==> config.mk <==
export PLATFORM = sky130hd
export DESIGN_NAME = load_unit
export DESIGN_NICKNAME = d
export VERILOG_FILES = /design/src/rtl/mem_pkg.sv /design/src/rtl/load_unit.sv
export VERILOG_INCLUDE_DIRS = /design/src /design/src/rtl
export SDC_FILE = /design/constraint.sdc
export NUM_CORES = 1
export LEC_CHECK = 0
export BUFFER_PORTS_ARGS = -buffer_cell sky130_fd_sc_hd__buf_2
export CAP_MARGIN = 20
export CORE_UTILIZATION = 47
export DETAILED_ROUTE_END_ITERATION = 10
export GPL_TIMING_DRIVEN = 0
export PLACE_DENSITY = 0.92
export SYNTH_ARGS = -nofsm -noshare
export SYNTH_HDL_FRONTEND = slang
export SYNTH_SLANG_ARGS = --single-unit
==> constraint.sdc <==
create_clock -name vclk -period 3.85
set_input_delay 0.9625 -clock vclk [all_inputs]
set_output_delay 0.9625 -clock vclk [all_outputs]
set_load 0.01 [all_outputs]
==> src/rtl/mem_defs.svh <==
`ifndef MEM_DEFS_SVH
`define MEM_DEFS_SVH

// data and address width.
`define XLEN 32

// data memory depth in 32-bit words.
`define MEM_WORDS 256

// extra cycles before the memory answers a request.
// 0 gives a response in the cycle after acceptance.
`define MEM_WAIT 2

`endif
==> src/rtl/mem_pkg.sv <==
`include "mem_defs.svh"

package mem_pkg;

  // one-hot load/store operation.
  typedef struct packed {
    logic lsu_lb;
    logic lsu_lh;
    logic lsu_lw;
    logic lsu_lbu;
    logic lsu_lhu;
    logic lsu_sb;
    logic lsu_sh;
    logic lsu_sw;
  } lsu_op_type;

  typedef struct packed {
    logic [`XLEN-1:0]   pc;
    logic               valid;
    logic               wren;
    logic [4:0]         waddr;
    logic [`XLEN-1:0]   wdata;      // alu result.
    logic               load;
    logic               store;
    logic               fence;
    logic [`XLEN-1:0]   address;
    logic [`XLEN-1:0]   sdata;      // store value, not yet aligned.
    logic [`XLEN/8-1:0] byteenable;
    lsu_op_type         lsu_op;
  } execute_out_type;

  typedef struct packed {
    logic               mem_valid;
    logic               mem_fence;
    logic [`XLEN-1:0]   mem_addr;
    logic [`XLEN-1:0]   mem_wdata;
    logic [`XLEN/8-1:0] mem_wstrb;
  } mem_in_type;

  typedef struct packed {
    logic             mem_ready;
    logic [`XLEN-1:0] mem_rdata;
  } mem_out_type;

  typedef struct packed {
    logic [`XLEN-1:0]   ldata;
    logic [`XLEN/8-1:0] byteenable;
    lsu_op_type         lsu_op;
  } lsu_in_type;

  typedef struct packed {
    logic             wren;
    logic [4:0]       waddr;
    logic [`XLEN-1:0] wdata;
  } register_write_type;

  typedef struct packed {
    logic               valid;
    logic               wren;
    logic [4:0]         waddr;
    logic [`XLEN-1:0]   wdata;
    logic               load;
    logic               store;
    logic               fence;
    logic [`XLEN/8-1:0] byteenable;
    lsu_op_type         lsu_op;
    logic               wren_b;     // enables saved across a stall.
    logic               valid_b;
    logic               fence_b;
    logic               stall;
    logic               clear;
  } memory_reg_type;

  localparam memory_reg_type init_memory_reg = '{
    valid: 1'b0, wren: 1'b0, waddr: '0, wdata: '0,
    load: 1'b0, store: 1'b0, fence: 1'b0, byteenable: '0, lsu_op: '0,
    wren_b: 1'b0, valid_b: 1'b0, fence_b: 1'b0, stall: 1'b0, clear: 1'b0
  };

  // replicate a byte or halfword over every byte lane.
  function automatic logic [`XLEN-1:0] store_data(input logic [`XLEN-1:0] sdata,
                                                  input logic sb, input logic sh,
                                                  input logic sw);
    logic [`XLEN-1:0] res;
    res = sdata;
    if (sb == 1) begin
      res = {4{sdata[7:0]}};
    end else if (sh == 1) begin
      res = {2{sdata[15:0]}};
    end else if (sw == 1) begin
      res = sdata;
    end
    return res;
  endfunction

endpackage

==> src/rtl/load_unit.sv <==
`timescale 1ns/1ps
`include "mem_defs.svh"

module load_unit import mem_pkg::*; (
  input  lsu_in_type       lsu_req,
  output logic [`XLEN-1:0] result
);

  logic [7:0]  lane_b;
  logic [15:0] lane_h;

  // lane select from the byte enables.
  always_comb begin
    case (lsu_req.byteenable)
      4'b0010: lane_b = lsu_req.ldata[15:8];
      4'b0100: lane_b = lsu_req.ldata[23:16];
      4'b1000: lane_b = lsu_req.ldata[31:24];
      default: lane_b = lsu_req.ldata[7:0];
    endcase
    lane_h = (lsu_req.byteenable[2] == 1) ? lsu_req.ldata[31:16] : lsu_req.ldata[15:0];
  end

  always_comb begin
    result = lsu_req.ldata;  // lw passes the word.
    if (lsu_req.lsu_op.lsu_lb == 1) begin
      result = {{(`XLEN-8){lane_b[7]}}, lane_b};
    end else if (lsu_req.lsu_op.lsu_lbu == 1) begin
      result = {{(`XLEN-8){1'b0}}, lane_b};
    end else if (lsu_req.lsu_op.lsu_lh == 1) begin
      result = {{(`XLEN-16){lane_h[15]}}, lane_h};
    end else if (lsu_req.lsu_op.lsu_lhu == 1) begin
      result = {{(`XLEN-16){1'b0}}, lane_h};
    end
  end

endmodule

# Word-level counts from Yosys, hierarchy flattened
# Index checks and enable logic that the tools add are counted.
totals:
  in_bits: 44
  regBits: 0
  output_inout_bits: 32
  elab_cells: 9
op_classes:
  n_eq_ne: 3
  n_mux: 6
ops:
  columns: ["op", "count"]
  rows:
  - ["$mux W32", 4]
  - ["$pmux W8 S3", 1]
  - ["$mux W16", 1]
  - ["$eq A4 B2 Y1 const B", 1]
  - ["$eq A4 B3 Y1 const B", 1]
  - ["$eq A4 B4 Y1 const B", 1]

# Depth between registers and ports, before layout
logic_depth:
  depth_word: 5
  mapped_depth: 8
  ltp_nobuf: 4

# Least setup slack after synthesis
# OpenSTA, ideal clock, no wires.
synth_path:
  kind: "input-to-output"
  start: "in lsu_req[11] in the netlist's numbering"
  end: "out result[7]"
  path_buffers: 4
  required_ns: 2.888
  cell_stages: 8
  slack_ns: 0.586
  arrival_ns: 2.301
  cell_sequence: "buf_6 nor2b_1 o311a_1 buf_6 and3_4 buf_6 buf_6 a21oi_1"
synth_via:
  elab_chain_len: 4
  word_cells_on_any_way: 6
synth_rtl:
  columns: ["item", "line_no", "text"]
  rows:
  - ["start, declared", "load_unit.sv:5", "input lsu_in_type lsu_req,"]
  - ["$eq A4 B4 Y1 (tied with other cells)", "load_unit.sv:14", "case (lsu_req.byteenable)"]
  - ["$pmux W8 S3 *", "load_unit.sv:14", null]
  - ["$mux W32", "load_unit.sv:27", "end else if (lsu_req.lsu_op.lsu_lbu == 1) begin"]
  - ["$mux W32 *", "load_unit.sv:25", "if (lsu_req.lsu_op.lsu_lb == 1) begin"]
  - ["end, declared", "load_unit.sv:6", "output logic [`XLEN-1:0] result"]
# Mark *: on every way between the ends. The rest lies on a longest branch, timed or not.

# Worst setup path in the final report
layout_path:
  start: "in lsu_req[9] in the netlist's numbering"
  end: "out result[11]"
layout_via:
  elab_chain_len: 3
  word_cells_on_any_way: 5
layout_rtl:
  columns: ["item", "line_no"]
  rows:
  - ["$eq A4 B4 Y1 (tied with other cells)", "load_unit.sv:14"]
  - ["$pmux W8 S3 *", "load_unit.sv:14"]
  - ["$mux W32 *", "load_unit.sv:25"]
# Marked as above.

==> summary.md <==
| Metric | Value |
|---|---|
| Top cell type's share of synthesized area | 22.1% |
| Outcome | finished clean |
| First-pass GRT wire length | 5420 microns |
| Pins over their slew limit | 0 |
| Max-cap violations | 0 |
| Unique masters post-synth | 29 |
| DRC | 0 |
| Final WL | about 3500 microns |
| Worst Tran Pin Value | 643 ps |
| VDD IR max | between 0.00008 and 0.00009 V |
| Final HPWL DP | 2810 microns |
| Setup tns final | 0 ps |
| Number of clock buffers in the layout | 0 |
| Crit share post-route | 93.3% |
| Die H | 49.9 microns |
| Setup bufs post-CTS | 0 |
| Synth top area cells | o22ai_2 (22%), and3b_1 (11%), a21oi_1 (11%) |
| Initial antenna violation count | 0 |
| Pleak | around 0.00072 uW |
| ANT cells | 0 |
| Synthesized Nets | roughly 190 |
| Share of post-route cells with drive strength above 1 | 52.1% |
| DIE AREA | 2490 sq um |
| FMAX | 278 MHz |
| Storage cell area | 0 sq um |
| Synth Area per Inst | 7.64 sq um |
| Net Sw Power | 116 uW |
| FP Rows | 16 |
| Reg power frac | 0% |
| Post_cts resized | 0 |
| Critical Path RT | ~2900 ps |
| Clock power frac | 0% |
| Worst Hold Class | in -> out |
| DRT antenna net count | 0 |
| Flip-flop and latch count | 0 |
| Vias/cell | 6.16 |
| Count of input and output buffers | 70 |
| Yosys warns | 0 |
| Setup crit start | lsu_req[9] |
| Hold_sp | lsu_req[13] |
| Unrepaired setup endpoints after global routing | no |
| Worst setup margin | 259 ps |
| Critical path class | in -> out |
| Initial Util | 52.2% |
| Gate power share | 100.0% |
| Area Overhead vs Synth | 35.7% |
| IO Pins | 76 |
| Number of global-route vias before repair | between 1000 and 1500 |
| Total Routing Usage GR | 26.9% |
| Largest net degree at the start of global routing | 11 |
| Overflow after GRT | 0 |
| Final Hold Fails | 0 |
| Yosys top cell by area | o22ai_2 |
| Syn Inst Count | 141 |
| CTS Hold Bufs | 0 |
| Dpl ws | ~280 ps |
| Min Tclk post-route | 3590 ps |
| Fillers | 182 |
| Routed len/inst | 14.8 microns |
| Slew margin rel. | 57.0% |
| Layout Nets | 257 |
| Worst setup SP type | primary input |
| CORE AREA | 2060 sq um |
| Switching share of power | 53.1% |
| Routability cong. | 0.831 |
| Top-count cell post-synth | a21oi_1 |
| DRT iter0 DRCs | 50 |
| Final setup vio count | 0 |
| Setup crit end kind | output pin |
| CP max FO | 10 |
| Chip Width | 49.9 microns |
| Synth top cells by count | a21oi_1 (24), o22ai_2 (19), and3b_1 (14) |
| Worst path arrival time | 2630 ps |
| Syn Std Cell Area | 1080 sq um |
| Routed via count | 1466 |
| Sequential area share after synthesis | 0% |
| Cell area power density | 149 nW/um^2 |
| DRT Pass-1 Iters | 4 |
| P_int | just over 100 uW |
==> metrics by stage <==
step | util [%] | hold WS, ps | instances | power, uW | cell area (sq um)
2_1_floorplan | - | 2110 | 141 | 140 | 1080
3_3_place_gp | 70.9 | 2270 | 238 | 211 | 1460
3_5_place_dp | 70.9 | 2280 | 238 | 216 | 1460
4_1_cts | 70.9 | 2280 | 238 | 216 | 1460
5_1_grt | 70.9 | 2280 | 238 | 234 | 1460
6_report | 70.9 | 2270 | 238 | 218 | 1460
==> worst max-delay path, cell delays in order <==
cell     delay [ps]
buf_2           100
buf_2           170
nor2b_1         140
o311a_1         290
buf_6           150
o21ai_2         250
buf_4           270
o22ai_1         100
buf_2           180
==> area by class of cell <==
cell class         count  area [sq um]  area share, %
plain buffers         19           119           8.13
inverters              1          3.75          0.257
multi-input cells    121           955           65.3
well taps             27          33.8           2.31
repair buffers        70           350           24.0
==> metal layers <==
metal  wire [microns]  share of wire (%)  GRT usage (%)
met1             1450                 41           35.0
met2             1720                 49           50.0
met3              340                9.6           1.23
met4               11               0.31           1.90
met5                0                  0              0
==> cell families after synthesis <==
logic type	synth area share (%)
and+or+nand+nor	24.4
buffers and inverters	11.4
AOI/OAI and AO/OA	55.9
muxes	8.36
==> placed cells by master (no fill, tap or decap), drive strengths merged, types with 2 or more instances in the layout <==
cell and n:
buf 80, a21oi 24, o22ai 24, and3b 14, o21ai 10, clkbuf 9
mux2i 9, nand3 8, o221a 7, a21boi 7, nor2b 3, nor2 3
nand3b 2, or2 2
==> path summary, 6_finish.rpt <==
kind,endpoint,slack (ps),cells past startpoint
max,result[11],260,9
min,result[1],2270,3
==> power by group through the flow <==
stage	registers [uW]	logic [uW]	clock network, uW
CTS	0	216	0
global route	0	234	0
detailed placement	0	216	0
finish	0	218	0
floorplan	0	140	0
global placement	0	211	0
Power figures use the tool's default switching activity.
