### src/rtl/mem_defs.svh
`ifndef MEM_DEFS_SVH
`define MEM_DEFS_SVH

// data and address width.
`define XLEN 32

// data memory depth in 32-bit words.
`define MEM_WORDS 256

// extra cycles before the memory answers a request.
// 0 gives a response in the cycle after acceptance.
`define MEM_WAIT 2

`endif
### src/rtl/mem_pkg.sv
`include "mem_defs.svh"

package mem_pkg;

  // one-hot load/store operation.
  typedef struct packed {
    logic lsu_lb;
    logic lsu_lh;
    logic lsu_lw;
    logic lsu_lbu;
    logic lsu_lhu;
    logic lsu_sb;
    logic lsu_sh;
    logic lsu_sw;
  } lsu_op_type;

  typedef struct packed {
    logic [`XLEN-1:0]   pc;
    logic               valid;
    logic               wren;
    logic [4:0]         waddr;
    logic [`XLEN-1:0]   wdata;      // alu result.
    logic               load;
    logic               store;
    logic               fence;
    logic [`XLEN-1:0]   address;
    logic [`XLEN-1:0]   sdata;      // store value, not yet aligned.
    logic [`XLEN/8-1:0] byteenable;
    lsu_op_type         lsu_op;
  } execute_out_type;

  typedef struct packed {
    logic               mem_valid;
    logic               mem_fence;
    logic [`XLEN-1:0]   mem_addr;
    logic [`XLEN-1:0]   mem_wdata;
    logic [`XLEN/8-1:0] mem_wstrb;
  } mem_in_type;

  typedef struct packed {
    logic             mem_ready;
    logic [`XLEN-1:0] mem_rdata;
  } mem_out_type;

  typedef struct packed {
    logic [`XLEN-1:0]   ldata;
    logic [`XLEN/8-1:0] byteenable;
    lsu_op_type         lsu_op;
  } lsu_in_type;

  typedef struct packed {
    logic             wren;
    logic [4:0]       waddr;
    logic [`XLEN-1:0] wdata;
  } register_write_type;

  typedef struct packed {
    logic               valid;
    logic               wren;
    logic [4:0]         waddr;
    logic [`XLEN-1:0]   wdata;
    logic               load;
    logic               store;
    logic               fence;
    logic [`XLEN/8-1:0] byteenable;
    lsu_op_type         lsu_op;
    logic               wren_b;     // enables saved across a stall.
    logic               valid_b;
    logic               fence_b;
    logic               stall;
    logic               clear;
  } memory_reg_type;

  localparam memory_reg_type init_memory_reg = '{
    valid: 1'b0, wren: 1'b0, waddr: '0, wdata: '0,
    load: 1'b0, store: 1'b0, fence: 1'b0, byteenable: '0, lsu_op: '0,
    wren_b: 1'b0, valid_b: 1'b0, fence_b: 1'b0, stall: 1'b0, clear: 1'b0
  };

  // replicate a byte or halfword over every byte lane.
  function automatic logic [`XLEN-1:0] store_data(input logic [`XLEN-1:0] sdata,
                                                  input logic sb, input logic sh,
                                                  input logic sw);
    logic [`XLEN-1:0] res;
    res = sdata;
    if (sb == 1) begin
      res = {4{sdata[7:0]}};
    end else if (sh == 1) begin
      res = {2{sdata[15:0]}};
    end else if (sw == 1) begin
      res = sdata;
    end
    return res;
  endfunction

endpackage

### src/rtl/memory_stage.sv
`timescale 1ns/1ps
`include "mem_defs.svh"

module memory_stage import mem_pkg::*; (
  input  logic               clk,
  input  logic               rst,
  input  execute_out_type    ex,
  input  logic               clear,
  input  mem_out_type        mem_rsp,
  output mem_in_type         mem_req,
  input  logic [`XLEN-1:0]   load_result,
  output lsu_in_type         lsu_req,
  output register_write_type reg_w,
  output register_write_type fwd,
  output logic               stall
);

  memory_reg_type     r;
  memory_reg_type     rin;
  memory_reg_type     v;
  register_write_type fwd_r;

  always_comb begin

    v = r;

    // a stalled instruction gets its enables back.
    if (r.stall == 1) begin
      v.wren  = r.wren_b;
      v.valid = r.valid_b;
      v.fence = r.fence_b;
    end

    v.clear = clear;
    v.stall = 0;

    // address phase, taken from the instruction in execute.
    mem_req.mem_valid = ex.valid & (ex.load | ex.store | ex.fence);
    mem_req.mem_fence = ex.fence;
    mem_req.mem_addr  = ex.address;
    mem_req.mem_wdata = store_data(ex.sdata, ex.lsu_op.lsu_sb, ex.lsu_op.lsu_sh,
                                   ex.lsu_op.lsu_sw);
    mem_req.mem_wstrb = (ex.load == 1) ? 4'h0 : ex.byteenable;

    lsu_req.ldata      = mem_rsp.mem_rdata;
    lsu_req.byteenable = v.byteenable;
    lsu_req.lsu_op     = v.lsu_op;

    if (v.valid == 1) begin
      if (v.load == 1) begin
        v.wdata = load_result;
        v.stall = ~mem_rsp.mem_ready;
      end else if (v.store == 1) begin
        v.stall = ~mem_rsp.mem_ready;
      end else if (v.fence == 1) begin
        v.stall = ~mem_rsp.mem_ready;
      end
    end

    v.wren_b  = v.wren;
    v.valid_b = v.valid;
    v.fence_b = v.fence;

    if ((v.stall | v.clear) == 1) begin
      v.wren  = 0;
      v.valid = 0;
      v.fence = 0;
    end

    // a cancelled instruction must not hold the pipe.
    if (v.clear == 1) begin
      v.stall = 0;
    end

    reg_w.wren  = v.wren & |(v.waddr);  // x0 is never written.
    reg_w.waddr = v.waddr;
    reg_w.wdata = v.wdata;

    stall = v.stall;

    rin = v;

    // no stall: the instruction in execute moves in.
    if (v.stall == 0) begin
      rin.valid      = ex.valid;
      rin.wren       = ex.wren;
      rin.waddr      = ex.waddr;
      rin.wdata      = ex.wdata;
      rin.load       = ex.load;
      rin.store      = ex.store;
      rin.fence      = ex.fence;
      rin.byteenable = ex.byteenable;
      rin.lsu_op     = ex.lsu_op;
    end

    fwd = fwd_r;

  end

  always_ff @(posedge clk) begin
    if (rst == 0) begin
      r     <= init_memory_reg;
      fwd_r <= '0;
    end else begin
      r     <= rin;
      fwd_r <= reg_w;
    end
  end

endmodule

### config.mk
export PLATFORM = sky130hd
export DESIGN_NAME = memory_stage
export DESIGN_NICKNAME = d
export VERILOG_FILES = /design/src/rtl/mem_pkg.sv /design/src/rtl/memory_stage.sv
export VERILOG_INCLUDE_DIRS = /design/src /design/src/rtl
export SDC_FILE = /design/constraint.sdc
export NUM_CORES = 1
export LEC_CHECK = 0
export BUFFER_PORTS_ARGS = -buffer_cell sky130_fd_sc_hd__clkbuf_2
export CORE_AREA = 2 2 158 160
export DETAILED_ROUTE_END_ITERATION = 10
export DIE_AREA = 0 0 160 162
export HOLD_SLACK_MARGIN = 0.12
export PLACE_DENSITY = 0.52
export SLEW_MARGIN = 20
export SYNTH_ARGS = -nofsm -noshare
export SYNTH_HDL_FRONTEND = slang
export SYNTH_SLANG_ARGS = --single-unit
### constraint.sdc
create_clock -name clk -period 4.2 [get_ports clk]
set_clock_uncertainty 0.15 [all_clocks]
set_input_delay 0.42 -clock clk [delete_from_list [all_inputs] [get_ports clk]]
set_output_delay 0.42 -clock clk [all_outputs]
set_load 0.03 [all_outputs]
; Word-level counts from Yosys, hierarchy flattened
; Cells that the tools add are included.
[classes]
reduce_logical = 1
n_mux = 15
eq_ne = 1
bitwise = 6
[ops]
columns = operator, n
row1 = 32-bit two-way mux, 4
row2 = 54-bit two-way mux, 1
row3 = 1-bit two-way mux, 7
row4 = 5-bit OR reduction, 1
row5 = 2-bit two-way mux, 2
row6 = 4-bit two-way mux, 1
row7 = 1-bit OR, 3
row8 = 1-bit AND, 2
row9 = 1-bit equality test (second input constant), 1
row10 = 1-bit inverter, 1
[word_totals]
output_inout_bits = 191
inputBits = 218
ff_bits = 96

; Longest topological paths before layout
; Gate-level depths: netlist of the first run.
[logic_depth]
depth_word = 9
mapped_depth = 6

; Worst setup path before layout of the first run
; OpenSTA, ideal clock, no wires.
[synth_path]
path_type = flip-flop to output port
from = register r[1] (netlist name)
to = output port reg_w[37] (netlist name)
path_slack_ns = 1.156
arrival_time_ns = 2.474
stages_incl_launch_ff = 4
path_buffers = 0
path_cell_list = dfxtp_1 -> mux2i_1 -> a211oi_1 -> a2111oi_0
[synth_lines]
columns = item, line
row1 = from (decl), memory_stage.sv:18  ; memory_reg_type r;
row2 = from (signal assigned), memory_stage.sv:102  ; r <= init_memory_reg;
row3 = from (signal assigned), memory_stage.sv:105  ; r <= rin;
row4 = to (decl), memory_stage.sv:13  ; output register_write_type reg_w,

==> summary.txt, run 1 <==
Timing
  • Setup TNS: 0 ns
  • Slew Limit Fails: 0
  • Final Hold Viols: 0
  • Worst Tran Pin Value: 0.947 ns
  • Count of final setup violators: 0
  • Post-layout min period: 3.24 ns
  • RSZ-0062 raised after global routing: no
  • Fmax: 309 MHz
  • Worst slew margin: 36.6%
  • Min Hold Slack: 0.181 ns
  • Worst setup margin: 0.959 ns
  • Fin crit share: 77.2%

Place
  • Post-Place Worst Slack: 1.26 ns
  • Routability congestion estimate: 0.924
  • IO buf count: 248
  • DP HPWL: 13.2 mm

Floorplanning
  • Initial core utilization: 18.7%
  • CORE AREA: 24100 um2
  • Die X: 160 um
  • Core Rows: 57
  • Die extent in y: 162 um
  • I/O pins: 409
  • Die area: 25900 um2

Critical path
  • Worst Setup Start Kind: flip-flop
  • CP max FO: 11
  • Crit path kind: reg -> out
  • Worst EP arrival: 2.67 ns
  • Worst EP required: 3.63 ns
  • Critical Path End Type: output port

Detailed routing
  • DR top layer: met4
  • Vias/cell: 3.76
  • Drt first pass iters: 4
  • Met1 Wirelength: 5.39 mm
  • Initial drt markers: 153
  • Routed WL: 16.0 mm
  • DRT antenna net count: 0
  • Metal3 WL: 1.44 mm
  • Routed length on met2: 8.25 mm
  • Residual DRC: 0
  • Via count: 3633
  • Routed length per placed instance: 16.6 um

Synth
  • Largest cells by area after synthesis: dfxtp_1, buf_4, mux2i_1
  • Post-synth top area cell: dfxtp_1
  • Register bit total from synthesis: 96
  • Synthesized cell area: 4510 um2
  • Syn Inst Count: 488
  • Synth unique cells: 20
  • Syn nets: 706
  • Syn_area_per_cell: 9.25 um2
  • Top-area cell type share of the netlist area: 42.6%
  • Register area share after synthesis: 42.6%
  • Yosys warns: 0

Final layout
  • Diodes inserted: 0
  • Nets: 856
  • Area grow syn2layout: 26.9%
  • Commonest non-fill, non-tap cell in the layout: clkbuf_2
  • Most frequent cells in the layout: clkbuf_2, dfxtp_1, mux2i_1, nor2b_1, o21ai_0
  • Fin util: 23.8%
  • Layout cells sized above 1: 43.9%

Clock network
  • Post-CTS sizing: 0
  • CTS tree: yes
  • Clock-pin slew on the worst setup and hold paths: 0.08 ns
  • Total CTS buffers: 9
  • Post-CTS Hold Buffers: 0
  • Root Buffer Master: clkbuf_16
  • Setup Fix Bufs, Post-CTS: 0
  • Skew-Pair Late Insertion Delay: 0.34 ns
  • Num Clock Sinks: 96
  • H-tree levels: 3
  • Max Root-Sink Buffers: 2

Min path
  • Worst hold path class: in -> reg

Pwr
  • Switching share of total power: 31.6%
  • Leak: 3.04 nW
  • Reg power frac: 43.8%
  • Peak VDD IR: 0.194 mV
  • Internal: 1.53 mW
  • NetSw: 706 uW
  • Power Total: 2.23 mW
  • Clock group share of total power: 36.0%
  • Pwr Density: 389 nW/um2
  • Combinational share of power: 20.2%

Global route
  • First-pass GRT wire length: 22.8 mm
  • Largest net degree at the start of global routing: 72
  • Initial antenna violation count: 0
  • Vias in the first global route: 3443
  • Global Route Usage Sum: 11.9%
  • Total congestion overflow: 0

Run status
  • Status: complete, no violations

Flow run
  • Max Cap Viol: 0
per-stage QoR:
stage / cell area [um2] / std cells
final: 5730 / 967
after global routing: 5730 / 967
after CTS: 5730 / 967
after detailed placement: 5440 / 951
after global placement: 5440 / 951
after floorplan: 4510 / 488
cells by family (layout without fill, tap and decap cells):
family,Yosys count,count (layout),synth area share (%)
buf+inv,157,312,20.9
simple gates,81,81,10.8
compound gates,84,84,10.0
flops,96,96,42.6
mux,70,70,15.7
flip-flops by register name, indices dropped and copies added, names as in the netlist:
signal   cells
fwd         38
lsu_req     12
r           41
reg_w        5
power by group through the flow:
stage / registers (mW) / clock network [mW] / logic, mW
detailed placement: 1.00 / 0 / 0.459
finish: 0.977 / 0.804 / 0.451
floorplan: 1.03 / 0 / 0.381
global placement: 0.998 / 0 / 0.458
CTS: 0.978 / 0.853 / 0.460
global route: 0.983 / 0.882 / 0.487
cell type report:
class,instances,area [um2]
tap,324,405
inverter,40,150
multi-input combinational,235,1650
sequential,96,1920
clock inverter,7,62.6
clock buffer,9,225
timing repair buffer,256,1310
fill,2737,18400
worst max-delay path, cell delays in order (launching register included):
cell,delay [ns]
dfxtp_1,0.43
mux2i_1,0.46
nand2b_2,0.53
buf_4,0.29
mux2i_1,0.31
inv_1,0.10
clkbuf_2,0.19
synth_stat cells:
cell type / number
and3b_1: 3
a2111oi_4: 1
inv_1: 40
nor2_1: 3
buf_4: 92
nand2_1: 8
dfxtp_1: 96
a2111oi_0: 1
o31a_1: 1
and2_1: 7
mux2i_1: 62
clkbuf_1: 18
nand2b_1: 1
a21oi_1: 32
o21ai_0: 48
mux2_2: 8
buf_2: 7
a211oi_1: 1
nor2b_1: 58
nor3_1: 1
final timing paths:
| check | from | to | slack (ns) | cells past startpoint |
|---|---|---|---|---|
| setup reg to reg | r[1]$_SDFF_PN0_ | r[22]$_SDFF_PN0_ | 1.78 | 5 |
| hold / removal | ex[116] | r[57]$_SDFF_PN0_ | 0.18 | 2 |
| hold reg to reg | reg_w[34]$_SDFFE_PN0P_ | fwd[34]$_SDFF_PN0_ | 0.36 | 1 |
| setup / recovery | r[1]$_SDFF_PN0_ | reg_w[13] | 0.96 | 6 |
metal layers:
layer	up-vias	GRT usage (%)
li1	1791	-
met3	31	4.57
met4	0	7.49
met5	-	0
met2	216	21.5
met1	1595	11.5
Note: power is estimated with default switching activity, not from simulation.
==> run 2: changes to the inputs <==
CORE_AREA = 2 2 159 161   (was 2 2 158 160)
DIE_AREA = 0 0 161 163   (was 0 0 160 162)
clock period = 3.22 ns   (was 4.2 ns; I/O delays follow)
==> run 2 against run 1 <==
First-iteration DRC count is 11% higher. Critical endpoint is now reg_w[4]. Highest routed layer unchanged. Combinational power is 43% higher. Utilization is 1.9 points higher.
==> summary.txt, run 2 (synthesis results as in run 1) <==
Run status
  • Status: complete, no violations

Detailed routing
  • DR top layer: met4
  • Drt first pass iters: 4 (unchanged)
  • Routed length per placed instance: 15.2 um (-8.1%)
  • Routed WL: 15.7 mm (-2.3%)
  • Metal3 WL: 1.43 mm (-0.69%)
  • Met1 Wirelength: 5.45 mm (+1.1%)
  • DRT antenna net count: 0 (unchanged)
  • Initial drt markers: 170 (+11%)
  • Via count: 3856 (+6.1%)
  • Residual DRC: 0 (unchanged)
  • Routed length on met2: 8.53 mm (+3.4%)
  • Vias/cell: 3.75 (-0.16%)

Place
  • Routability congestion estimate: 0.776 (-16%)
  • DP HPWL: 12.1 mm (-8.5%)
  • IO buf count: 248 (unchanged)

Critical path
  • Top cell by count, worst path: mux2i_1
  • Reg2Reg Depth: 6 (+1)
  • Worst EP arrival: 2.45 ns (-0.22 ns)
  • CP max stage cell: mux2i_1
  • CP max FO: 19 (+8)
  • Worst stage delay on the critical path: 0.47 ns (-0.06 ns)
  • Flop-to-flop setup slack: 0.99 ns (-0.79 ns)
  • R2R Path End: r[48]$_SDFF_PN0_
  • Worst EP required: 2.75 ns (-0.88 ns)
  • Crit path kind: reg -> out
  • Critical Path End Type: output port
  • CP Depth: 6 (unchanged)
  • CP top delay family: multiplexers
  • Crit-path cells: mux2i_1 > nand2b_4 > buf_12 > mux2i_1 > inv_1 > clkbuf_2
  • Reg2reg start: r[1]$_SDFF_PN0_
  • Worst path buffer plus inverter count: 3 (unchanged)
  • Worst Setup Start Kind: flip-flop

Floorplanning
  • I/O pins: 409 (unchanged)
  • Initial core utilization: 18.3% (-0.43 points)
  • Die extent in y: 163 um (+0.62%)
  • Die area: 26200 um2 (+1.2%)
  • Core Rows: 58 (+1.8%)
  • CORE AREA: 24700 um2 (+2.4%)
  • Die X: 161 um (+0.63%)

Pwr
  • Pwr Density: 484 nW/um2 (+24%)
  • Leak: 3.30 nW (+8.7%)
  • Power Total: 3.06 mW (+37%)
  • Peak VDD IR: 0.259 mV (+33%)

Final layout
  • Layout cells sized above 1: 40.7% (-3.2 points)
  • FF+latch area: 1920 um2 (unchanged)
  • Area grow syn2layout: 40.1%
  • Filler cell count in the final layout: 2698 (-1.4%)
  • Diodes inserted: 0 (unchanged)
  • Largest Register: r
  • Nets: 911 (+6.4%)
  • Largest register FFs: 41 (unchanged)
  • Commonest non-fill, non-tap cell in the layout: clkbuf_2
  • Multi-input gate area: 1660 um2 (+0.30%)
  • Most frequent cells in the layout: clkbuf_2, dfxtp_1, mux2i_1, nor2b_1, dlygate4sd3_1

Timing
  • RSZ-0062 raised after global routing: no
  • Worst slew margin: 43.2% (+6.6 points)
  • Count of final setup violators: 0 (unchanged)
  • Fmax: 342 MHz
  • Final Hold Viols: 0 (unchanged)
  • Slew Limit Fails: 0 (unchanged)
  • Worst Tran Pin Value: 0.849 ns (-0.0982 ns)
  • Setup TNS: 0 ns (unchanged)
  • Fin crit share: 90.7%
  • Post-layout min period: 2.92 ns

Clock network
  • Num Clock Sinks: 96 (unchanged)
  • Total CTS buffers: 9 (unchanged)
  • Setup Fix Bufs, Post-CTS: 0 (unchanged)
  • Max Root-Sink Buffers: 2 (unchanged)
  • H-tree levels: 3 (unchanged)
  • Skew-Pair Late Insertion Delay: 0.34 ns (about the same)
  • Clock-pin slew on the worst setup and hold paths: 0.07 ns (about the same)
  • Root Buffer Master: clkbuf_16
  • CTS tree: yes

Global route
  • Global Route Usage Sum: 11.4% (-0.52 points)
  • Total congestion overflow: 0 (unchanged)
  • First-pass GRT wire length: 22.1 mm (-2.8%)
  • Initial antenna violation count: 0 (unchanged)
  • Largest net degree at the start of global routing: 72 (unchanged)
  • Vias in the first global route: 3606 (+4.7%)

Min path
  • Worst hold path cell count: 3 (+1)
  • Hold Crit Start: load_result[31]
  • Hold EP: fwd[31]$_SDFF_PN0_
  • Worst hold path class: in -> reg

Flow run
  • Max Cap Viol: 0 (unchanged)
## run 2: changes by cell type in the layout (fill, tap and decap cells not counted), sizes merged
cell / before / now
clkinvlp: 3 / 1
inv: 43 / 44
dlygate4sd3: 0 / 53
bufinv: 0 / 1
buf: 8 / 10
## run 2: routing by layer
layer | GRT usage (%) | vias to the layer above
met2 | 21.9 | 190
met5 | 0 | -
met1 | 11.2 | 1736
met4 | 3.65 | 0
met3 | 4.46 | 25
li1 | - | 1905
## run 2: timing repair
action | in CTS | in global routing
hold buffers | 53 | 0
setup endpoints to repair | 0 | 25
gates resized for setup | 0 | 1
endpoints found under the hold margin | 53 | 0
## run 2: how the worst max path moves through the flow
stage / startpoint / to / slack [ns]
after floorplan: r[1]$_SDFF_PN0_ / fwd[37]$_SDFF_PN0_ / 0.27
final: r[1]$_SDFF_PN0_ / reg_w[4] / 0.30
after CTS: r[1]$_SDFF_PN0_ / reg_w[26] / 0.06
after global placement: r[1]$_SDFF_PN0_ / reg_w[26] / 0.48
after detailed placement: r[1]$_SDFF_PN0_ / reg_w[26] / 0.47
after global routing: r[1]$_SDFF_PN0_ / reg_w[17] / 0.02
## run 2: area by class of cell
cell class / count / share of cell area (%)
inverter: 40 / 2.37
sequential: 96 / 30.4
tap: 330 / 6.53
clock buffer: 9 / 3.56
timing repair buffer: 311 / 29.6
clock inverter: 7 / 1.36
multi-input combinational: 235 / 26.2
## run 2: stage by stage
step                      util, %  setup slack (ns)  cells  hold WS [ns]  cell area (um2)
after CTS                    25.6            0.0640   1028         0.120             6320
after global routing         25.6            0.0226   1028         0.146             6320
final                        25.6             0.300   1028         0.136             6320
after detailed placement     22.2             0.467    959         0.351             5480
after floorplan                 -             0.269    488         0.323             4510
after global placement       22.2             0.482    959         0.341             5480
## run 2: worst register-to-register path, cell delays in order (launching register included)
cell and delay (ns):
dfxtp_1 0.42, mux2i_1 0.47, nand2b_4 0.38, buf_12 0.24
mux2i_1 0.26, buf_4 0.14, a21oi_1 0.05
## run 2: where the power goes
| part | switching [mW] | internal [mW] | leakage, nW |
|---|---|---|---|
| Combinational | 0.399 | 0.244 | 2.36 |
| Clock | 0.520 | 0.621 | 0.150 |
| Sequential | 0.0225 | 1.25 | 0.795 |
